File: src/rtl/burst_split_pkg.sv
// Burst splitter package
// Bus widths, AXI burst encodings, slot ring size and shared types
package burst_split_pkg;

  // --------------------------------------------------
  // Bus widths
  // --------------------------------------------------
  localparam int ADDR_W  = 32;
  localparam int DATA_W  = 32;
  localparam int ID_W    = 4;
  // AXI4 len, size and burst field widths
  localparam int LEN_W   = 8;
  localparam int SIZE_W  = 3;
  localparam int BURST_W = 2;

  // --------------------------------------------------
  // Slot ring
  // --------------------------------------------------
  // Bursts that may be in flight at once
  localparam int NUM_SLOTS  = 4;
  localparam int SLOT_IDX_W = $clog2(NUM_SLOTS);

  // --------------------------------------------------
  // Channel field types
  // --------------------------------------------------
  typedef logic [ADDR_W-1:0]     addr_t;
  typedef logic [DATA_W-1:0]     data_t;
  typedef logic [ID_W-1:0]       id_t;
  typedef logic [LEN_W-1:0]      len_t;
  typedef logic [SIZE_W-1:0]     size_t;
  typedef logic [BURST_W-1:0]    burst_t;
  typedef logic [1:0]            resp_t;
  typedef logic [SLOT_IDX_W-1:0] slot_idx_t;
  // One extra bit so a 256-beat burst fits
  typedef logic [LEN_W:0]        beat_cnt_t;

  // Burst type encodings (WRAP is not handled)
  localparam burst_t BURST_FIXED = 2'b00;
  localparam burst_t BURST_INCR  = 2'b01;

  // --------------------------------------------------
  // Ring pointer helper
  // --------------------------------------------------
  // Next slot index, wraps after the last slot
  // even when NUM_SLOTS is not a power of two
  function automatic slot_idx_t next_slot(slot_idx_t idx);
    slot_idx_t nxt;
    if (idx == slot_idx_t'(NUM_SLOTS - 1)) begin
      nxt = '0;
    end else begin
      nxt = idx + slot_idx_t'(1);
    end
    return nxt;
  endfunction

endpackage

File: src/rtl/slot_bus_if.sv
// Slot bus
// Joins the slot allocator, the per-slot beat counters and the R drain
interface slot_bus_if
  import burst_split_pkg::*;
();

  // Allocation side: one-hot load strobe and the beat count to load
  logic [NUM_SLOTS-1:0] load;
  beat_cnt_t            load_cnt;

  // Drain side: one-hot decrement strobe for the slot at the read pointer
  logic [NUM_SLOTS-1:0] dec;

  // Slot status, one bit per slot
  // busy while beats remain, last_beat when exactly one remains
  logic [NUM_SLOTS-1:0] busy;
  logic [NUM_SLOTS-1:0] last_beat;

  // AR splitter claims free slots
  modport alloc (
    output load,
    output load_cnt,
    input  busy
  );

  // Each counter drives only its own status bit
  modport slot (
    input  load,
    input  load_cnt,
    input  dec,
    output busy,
    output last_beat
  );

  // R path walks the ring in request order
  modport drain (
    output dec,
    input  busy,
    input  last_beat
  );

endinterface

File: src/rtl/ar_splitter.sv
// AR splitter
// Accepts an AXI4 read burst, claims a slot and issues it as single-beat ARs
module ar_splitter
  import burst_split_pkg::*;
(
  input  logic      clk_i,
  input  logic      rst_n_i,
  // Upstream AR burst
  input  logic      ar_valid_i,
  output logic      ar_ready_o,
  input  id_t       ar_id_i,
  input  addr_t     ar_addr_i,
  input  len_t      ar_len_i,
  input  size_t     ar_size_i,
  input  burst_t    ar_burst_i,
  // Downstream single-beat AR
  output logic      m_ar_valid_o,
  input  logic      m_ar_ready_i,
  output id_t       m_ar_id_o,
  output addr_t     m_ar_addr_o,
  output size_t     m_ar_size_o,
  output burst_t    m_ar_burst_o,
  // Slot ring, allocation side
  slot_bus_if.alloc slot_bus
);

  // INIT holds ready low for the first cycle out of reset
  typedef enum logic [1:0] {
    ST_INIT,
    ST_IDLE,
    ST_BUSY
  } state_t;

  state_t    state_q;
  slot_idx_t wr_ptr_q;
  beat_cnt_t remain_q;

  // Held copy of the accepted burst
  id_t       id_q;
  addr_t     addr_q;
  size_t     size_q;
  burst_t    burst_q;

  logic      ar_hs;
  logic      m_ar_hs;

  // --------------------------------------------------
  // Handshakes
  // --------------------------------------------------
  // Only take a new burst when idle and the next slot has drained
  assign ar_ready_o = (state_q == ST_IDLE) && !slot_bus.busy[wr_ptr_q];
  assign ar_hs      = ar_valid_i && ar_ready_o;

  // Downstream AR comes straight from the held registers,
  // so it stays steady under back-pressure
  assign m_ar_valid_o = (state_q == ST_BUSY);
  assign m_ar_hs      = m_ar_valid_o && m_ar_ready_i;
  assign m_ar_id_o    = id_q;
  assign m_ar_addr_o  = addr_q;
  assign m_ar_size_o  = size_q;
  assign m_ar_burst_o = burst_q;

  // --------------------------------------------------
  // Slot allocation
  // --------------------------------------------------
  // Count is len+1 beats; widened first so len=255 gives 256
  assign slot_bus.load_cnt = beat_cnt_t'(ar_len_i) + beat_cnt_t'(1);

  always_comb begin
    slot_bus.load           = '0;
    slot_bus.load[wr_ptr_q] = ar_hs;
  end

  // --------------------------------------------------
  // Control FSM
  // --------------------------------------------------
  always_ff @(posedge clk_i) begin
    if (!rst_n_i) begin
      state_q  <= ST_INIT;
      wr_ptr_q <= '0;
      remain_q <= '0;
    end else begin
      case (state_q)
        ST_INIT: begin
          state_q <= ST_IDLE;
        end
        ST_IDLE: begin
          if (ar_hs) begin
            state_q  <= ST_BUSY;
            remain_q <= slot_bus.load_cnt;
            wr_ptr_q <= next_slot(wr_ptr_q);
          end
        end
        ST_BUSY: begin
          if (m_ar_hs) begin
            remain_q <= remain_q - beat_cnt_t'(1);
            // Last single-beat AR of this burst went out
            if (remain_q == beat_cnt_t'(1)) begin
              state_q <= ST_IDLE;
            end
          end
        end
        default: begin
          state_q <= ST_INIT;
        end
      endcase
    end
  end

  // --------------------------------------------------
  // AR payload
  // --------------------------------------------------
  always_ff @(posedge clk_i) begin
    if (ar_hs) begin
      id_q    <= ar_id_i;
      addr_q  <= ar_addr_i;
      size_q  <= ar_size_i;
      burst_q <= ar_burst_i;
    end else if (m_ar_hs && (burst_q == BURST_INCR)) begin
      // INCR steps by the beat size, FIXED repeats the address
      addr_q <= addr_q + (addr_t'(1) << size_q);
    end
  end

endmodule

File: src/rtl/burst_slot.sv
// Burst slot
// Beat counter for one outstanding read burst in the slot ring
module burst_slot
  import burst_split_pkg::*;
#(
  // Position of this slot in the ring
  parameter int unsigned SLOT_IDX = 0
) (
  input  logic     clk_i,
  input  logic     rst_n_i,
  slot_bus_if.slot slot_bus
);

  beat_cnt_t cnt_q;
  logic      load;
  logic      dec;

  // Own strobes out of the shared one-hot vectors
  assign load = slot_bus.load[SLOT_IDX];
  assign dec  = slot_bus.dec[SLOT_IDX];

  // --------------------------------------------------
  // Remaining-beat counter
  // --------------------------------------------------
  // Load only hits a free slot and dec only a busy one,
  // so the two never meet
  always_ff @(posedge clk_i) begin
    if (!rst_n_i) begin
      cnt_q <= '0;
    end else if (load) begin
      cnt_q <= slot_bus.load_cnt;
    end else if (dec) begin
      cnt_q <= cnt_q - beat_cnt_t'(1);
    end
  end

  // Status straight from the registered count
  assign slot_bus.busy[SLOT_IDX]      = (cnt_q != '0);
  assign slot_bus.last_beat[SLOT_IDX] = (cnt_q == beat_cnt_t'(1));

endmodule

File: src/rtl/burst_split_top.sv
// AXI4 read burst splitter, top level
// Splits INCR and FIXED read bursts into single-beat ARs and rebuilds R last
module burst_split_top
  import burst_split_pkg::*;
(
  input  logic   clk_i,
  input  logic   rst_n_i,
  // Upstream AR
  input  logic   ar_valid_i,
  output logic   ar_ready_o,
  input  id_t    ar_id_i,
  input  addr_t  ar_addr_i,
  input  len_t   ar_len_i,
  input  size_t  ar_size_i,
  input  burst_t ar_burst_i,
  // Downstream AR, len is always zero
  output logic   m_ar_valid_o,
  input  logic   m_ar_ready_i,
  output id_t    m_ar_id_o,
  output addr_t  m_ar_addr_o,
  output size_t  m_ar_size_o,
  output burst_t m_ar_burst_o,
  // Downstream R
  input  logic   m_r_valid_i,
  output logic   m_r_ready_o,
  input  id_t    m_r_id_i,
  input  data_t  m_r_data_i,
  input  resp_t  m_r_resp_i,
  // Upstream R
  output logic   r_valid_o,
  input  logic   r_ready_i,
  output id_t    r_id_o,
  output data_t  r_data_o,
  output resp_t  r_resp_o,
  output logic   r_last_o
);

  // Ring of beat counters shared by the AR and R sides
  slot_bus_if slot_bus ();

  // --------------------------------------------------
  // AR path
  // --------------------------------------------------
  ar_splitter u_ar_splitter (
    .clk_i        (clk_i),
    .rst_n_i      (rst_n_i),
    .ar_valid_i   (ar_valid_i),
    .ar_ready_o   (ar_ready_o),
    .ar_id_i      (ar_id_i),
    .ar_addr_i    (ar_addr_i),
    .ar_len_i     (ar_len_i),
    .ar_size_i    (ar_size_i),
    .ar_burst_i   (ar_burst_i),
    .m_ar_valid_o (m_ar_valid_o),
    .m_ar_ready_i (m_ar_ready_i),
    .m_ar_id_o    (m_ar_id_o),
    .m_ar_addr_o  (m_ar_addr_o),
    .m_ar_size_o  (m_ar_size_o),
    .m_ar_burst_o (m_ar_burst_o),
    .slot_bus     (slot_bus)
  );

  // --------------------------------------------------
  // Slot counters
  // --------------------------------------------------
  for (genvar i = 0; i < NUM_SLOTS; i++) begin : gen_slot
    burst_slot #(
      .SLOT_IDX (i)
    ) u_burst_slot (
      .clk_i    (clk_i),
      .rst_n_i  (rst_n_i),
      .slot_bus (slot_bus)
    );
  end

  // --------------------------------------------------
  // R path
  // --------------------------------------------------
  r_last_gen u_r_last_gen (
    .clk_i       (clk_i),
    .rst_n_i     (rst_n_i),
    .m_r_valid_i (m_r_valid_i),
    .m_r_ready_o (m_r_ready_o),
    .m_r_id_i    (m_r_id_i),
    .m_r_data_i  (m_r_data_i),
    .m_r_resp_i  (m_r_resp_i),
    .r_valid_o   (r_valid_o),
    .r_ready_i   (r_ready_i),
    .r_id_o      (r_id_o),
    .r_data_o    (r_data_o),
    .r_resp_o    (r_resp_o),
    .r_last_o    (r_last_o),
    .slot_bus    (slot_bus)
  );

endmodule

File: src/rtl/r_last_gen.sv
// R last generator
// Forwards single-beat R responses upstream and rebuilds the burst last flag
module r_last_gen
  import burst_split_pkg::*;
(
  input  logic      clk_i,
  input  logic      rst_n_i,
  // Downstream R, one beat per split AR
  input  logic      m_r_valid_i,
  output logic      m_r_ready_o,
  input  id_t       m_r_id_i,
  input  data_t     m_r_data_i,
  input  resp_t     m_r_resp_i,
  // Upstream R with rebuilt last
  output logic      r_valid_o,
  input  logic      r_ready_i,
  output id_t       r_id_o,
  output data_t     r_data_o,
  output resp_t     r_resp_o,
  output logic      r_last_o,
  // Slot ring, drain side
  slot_bus_if.drain slot_bus
);

  // Oldest burst still in flight
  slot_idx_t rd_ptr_q;
  logic      cur_busy;
  logic      cur_last;
  logic      r_hs;

  assign cur_busy = slot_bus.busy[rd_ptr_q];
  assign cur_last = slot_bus.last_beat[rd_ptr_q];

  // --------------------------------------------------
  // Feed-through
  // --------------------------------------------------
  // Both directions gated by the current slot, so a beat
  // is never taken before its burst has a counter
  assign r_valid_o   = m_r_valid_i && cur_busy;
  assign m_r_ready_o = r_ready_i && cur_busy;
  assign r_hs        = r_valid_o && r_ready_i;

  assign r_id_o   = m_r_id_i;
  assign r_data_o = m_r_data_i;
  assign r_resp_o = m_r_resp_i;
  // High on the single remaining beat of the burst
  assign r_last_o = cur_last;

  // --------------------------------------------------
  // Slot drain
  // --------------------------------------------------
  always_comb begin
    slot_bus.dec           = '0;
    slot_bus.dec[rd_ptr_q] = r_hs;
  end

  // Move on once the last beat has gone upstream
  always_ff @(posedge clk_i) begin
    if (!rst_n_i) begin
      rd_ptr_q <= '0;
    end else if (r_hs && cur_last) begin
      rd_ptr_q <= next_slot(rd_ptr_q);
    end
  end

endmodule

File: config.mk
export PLATFORM = sky130hd
export DESIGN_NAME = burst_split_top
export DESIGN_NICKNAME = d
export VERILOG_FILES = /design/src/rtl/burst_split_pkg.sv /design/src/rtl/slot_bus_if.sv /design/src/rtl/ar_splitter.sv /design/src/rtl/burst_slot.sv /design/src/rtl/burst_split_top.sv /design/src/rtl/r_last_gen.sv
export SDC_FILE = /design/constraint.sdc
export NUM_CORES = 1
export LEC_CHECK = 0
export BUFFER_PORTS_ARGS = -buffer_cell sky130_fd_sc_hd__buf_2
export CAP_MARGIN = 15
export CORE_UTILIZATION = 35
export DETAILED_ROUTE_END_ITERATION = 7
export GPL_TIMING_DRIVEN = 0
export PLACE_DENSITY = 0.62
export SLEW_MARGIN = 15
export SYNTH_ARGS = -nofsm -noshare
export SYNTH_HDL_FRONTEND = slang
export SYNTH_SLANG_ARGS = --single-unit
File: constraint.sdc
create_clock -name clk_i -period 6.59 [get_ports clk_i]
set_input_delay 0.9885 -clock clk_i [delete_from_list [all_inputs] [get_ports clk_i]]
set_output_delay 0.9885 -clock clk_i [all_outputs]
set_load 0.01 [all_outputs]
==> results.md <==
- Status: finished clean
- Vias/cell: 5.13
- Max Slew Vio Count: 0
- Worst path bufs/invs: 4
- Dominant synthesized flop cell: dfxtp_1
- Core Area: 16600 um2
- Htree depth: 3
- Pwr Density: 297 nW/um2
- Cell-internal power: 1350 uW
- Ports: ~180
- CTS sink cnt: between 90 and 100
- Slew HR: 47.3%
- First-pass GRT wire length: 25600 um
- Total die area: 17600 um2
- Die width: 133 um
- Share of flip-flops with an asynchronous set or reset after synthesis: 0%
- Yosys reg bits: ~90
- Highest Clock Rate: about 0.25 GHz
- WS Path Type: register to output pin
- Post-route ant nets: 0
- Clk buf depth: 2
- Maximum vdd drop: 0.163 mV
- Fin nets: between 900 and 1000
- Syn Nets: 814
- Synth top cells by count: nand2_1 (86), o21ai_0 (54), dfxtp_1 (51)
- Wire per inst: 14.8 um
- Least-Margin Pin Slew: 0.785 ns
- CTS tree: built
- Post-Syn Area: between 5000 and 6000 um2
- Die H: approximately 130 um
- Gr ovfl total: 0
- Slack of the worst reg-to-reg path: 3.31 ns
- Port-buffer cells: roughly 140
- Root buf cell: clkbuf_16
- Top-count cell post-synth: nand2_1
- Clock power frac: ~24%
- Final period utilization: 60.1%
- Yosys Warn Count: 0
- Critical Path End Type: output pin
- Starting Density: 35.9%
- Site row count: 47
- Netlist cell types: 58
- Startpoint types: register
- Worst Path Required: 5.60 ns
- Area delta synth->final: 21.5%
- Worst path cell trace: inv_1 > ha_1 > or4b_2 > or4_1 > and4_1 > buf_6 > clkbuf_1 > and2_1 > buf_2
- Critical path's largest stage delay: 0.59 ns
- Initial DRC count: 343
- Switching power: between 800 and 900 uW
- Largest net degree at the start of global routing: 27
- Period minus WS final: 3.96 ns
- Vias in the first global route: 5109
- Clock transition at path regs: around 0.070 ns
- Pre-Repair DR Iteration Count: 5
- Post-synth top area cell: edfxtp_1
- Sequential power share: 38.6%
- Setup Skew: 0.00537 ns
- Hold Crit Endpoint: u_ar_splitter.remain_q[6]$_SDFFE_PN0P_
- Worst Path Arrival: 2.97 ns
- Final Hold Fails: 0
- Final total power: 2160 uW
- Post-synth EDFFs: 41
- Placer Congestion: 0.840
- Cells after Synth: 686
- Area contributors post-synth: edfxtp_1 (21%), dfxtp_1 (17%), ha_1 (7.1%)
- Register area share after synthesis: 37.7%
- Total GRT Usage: between 10% and 20%
- DP HPWL: 11900 um
- Switching share of total power: 37.2%
- Hold Buf Count CTS: 0
- Num CTS Buffers: 9
- Routed WL: 15700 um
- Initial antenna violation count: 0
- Worst r2r dst: u_ar_splitter.m_ar_addr_o[27]$_DFFE_PP_
- CP max stage cell: or4b_2
- Final setup violation count: 0
- DR vias: around 5400
- Layout cells sized above 1: 25.5%
- Util after Layout: 43.6%
- Hold WC Path Type: register to register
- Drt drc: 0
- Worst R2R Start: gen_slot[2].u_burst_slot.cnt_q[2]$_SDFFE_PN0P_
- Clk_lat worst skew: 0.35 ns
- Diodes inserted: 0
- Total Neg Setup Slack: 0 ns
- Post-CTS sizing: 0
- Leakage: between 0.002 and 0.003 uW
- WHS Path Cells: 2
- Critical path peak fanout: 10
- Combinational power share: a little under two fifths
- Setup bufs post-CTS: 0
- Critical path's top delay family: simple AND/OR/NAND/NOR gates
- # Max-Cap Violations: 0
- Cell depth of the worst flop-to-flop path: 12
- Unrepaired setup endpoints after global routing: false
- Hold Path Origin: u_ar_splitter.remain_q[6]$_SDFFE_PN0P_
- Share of the synthesized area in the top cell type: a little over 20%
- Avg Inst Size Synth: 8.71 um2
==> registers in the layout, indices dropped and copies added (netlist names) <==
| name | flops |
|---|---|
| u_ar_splitter.state_q | 2 |
| u_ar_splitter.wr_ptr_q | 2 |
| u_ar_splitter.m_ar_id_o | 4 |
| u_ar_splitter.remain_q | 9 |
| u_ar_splitter.m_ar_size_o | 3 |
| u_ar_splitter.m_ar_addr_o | 32 |
| u_r_last_gen.rd_ptr_q | 2 |
| u_ar_splitter.m_ar_burst_o | 2 |
| gen_slot.u_burst_slot.cnt_q | 36 |
==> layout make-up <==
| cell class | instances | area, um2 |
|---|---|---|
| sequential | 92 | 2250 |
| clock inverter | 7 | 67.6 |
| clock buffer | 9 | 225 |
| tap | 220 | 275 |
| inverter | 27 | 101 |
| multi-input combinational | 500 | 3210 |
| timing repair buffer | 138 | 706 |
| fill | 1657 | 9380 |
| buffer | 67 | 422 |
==> cell usage in the layout (no fill, tap or decap), types with 3 or more instances in the layout <==
cell type  count
a21oi_1       37
nor3b_1        5
o21ai_0       53
o31ai_1        3
and3_1        20
a31oi_1        8
clkbuf_16      9
or4_1          3
a211oi_1      11
nand4_1       17
or3_1          6
o22ai_1        6
and2_1        10
buf_4         39
buf_2        144
nand2_1       86
nor4b_1        3
nor3_1        16
edfxtp_1      41
o2111ai_1      4
nor2_1        30
inv_1         25
xnor2_1       22
and4_1         6
clkbuf_1      19
o21a_1         3
nor4_1        10
dfxtp_1       51
nand3_1       29
xor2_1        44
ha_1          34
==> tightest hold or removal path: stages, from the launching register on <==
cell,delay [ns]
dfxtp_1,0.31
nand2_1,0.05
o22ai_1,0.08
==> worst max path at each step <==
| stage | startpoint | to | slack, ns | depth (start not counted) |
|---|---|---|---|---|
| after detailed placement | gen_slot[2].u_burst_slot.cnt_q[0]$_SDFFE_PN0P_ | m_r_ready_o | 3.00 | 9 |
| after floorplan | m_ar_ready_i | u_ar_splitter.m_ar_addr_o[0]$_DFFE_PP_ | 2.53 | 3 |
| after CTS | gen_slot[2].u_burst_slot.cnt_q[1]$_SDFFE_PN0P_ | m_r_ready_o | 2.60 | 9 |
| after global placement | m_ar_ready_i | u_ar_splitter.m_ar_addr_o[16]$_DFFE_PP_ | 1.20 | 3 |
| after global routing | gen_slot[2].u_burst_slot.cnt_q[1]$_SDFFE_PN0P_ | m_r_ready_o | 2.47 | 9 |
| final | gen_slot[2].u_burst_slot.cnt_q[1]$_SDFFE_PN0P_ | m_r_ready_o | 2.63 | 9 |
==> routing by layer <==
metal,track usage [%],share of wire [%]
met2,29.2,44
met3,3.33,6.0
met4,7.54,2.4
met1,24.4,47
met5,0,0
==> power groups by stage <==
| stage | Clock (uW) | Sequential [uW] | Combinational (uW) |
|---|---|---|---|
| floorplan | 0 | 857 | 519 |
| global placement | 0 | 848 | 789 |
| detailed placement | 0 | 845 | 801 |
| CTS | 537 | 832 | 807 |
| global route | 560 | 850 | 898 |
| finish | 522 | 833 | 803 |
==> per-stage QoR <==
stage | std cells | hold slack, ns | setup slack [ns] | instance area, um2
after CTS | 1060 | 0.493 | 2.60 | 7260
after global placement | 1043 | 0.473 | 1.20 | 6940
after detailed placement | 1044 | 0.480 | 3.00 | 6970
final | 1060 | 0.488 | 2.63 | 7260
after floorplan | 686 | 0.455 | 2.53 | 5970
after global routing | 1060 | 0.528 | 2.47 | 7260
==> logic make-up after synthesis <==
family	share of synthesized area [%]
xor+xnor	9.68
flops	37.7
fa+ha+maj	7.46
simple gates	21.6
buf+inv	8.75
compound gates	14.8
Note: power is estimated with default switching activity, not from simulation.
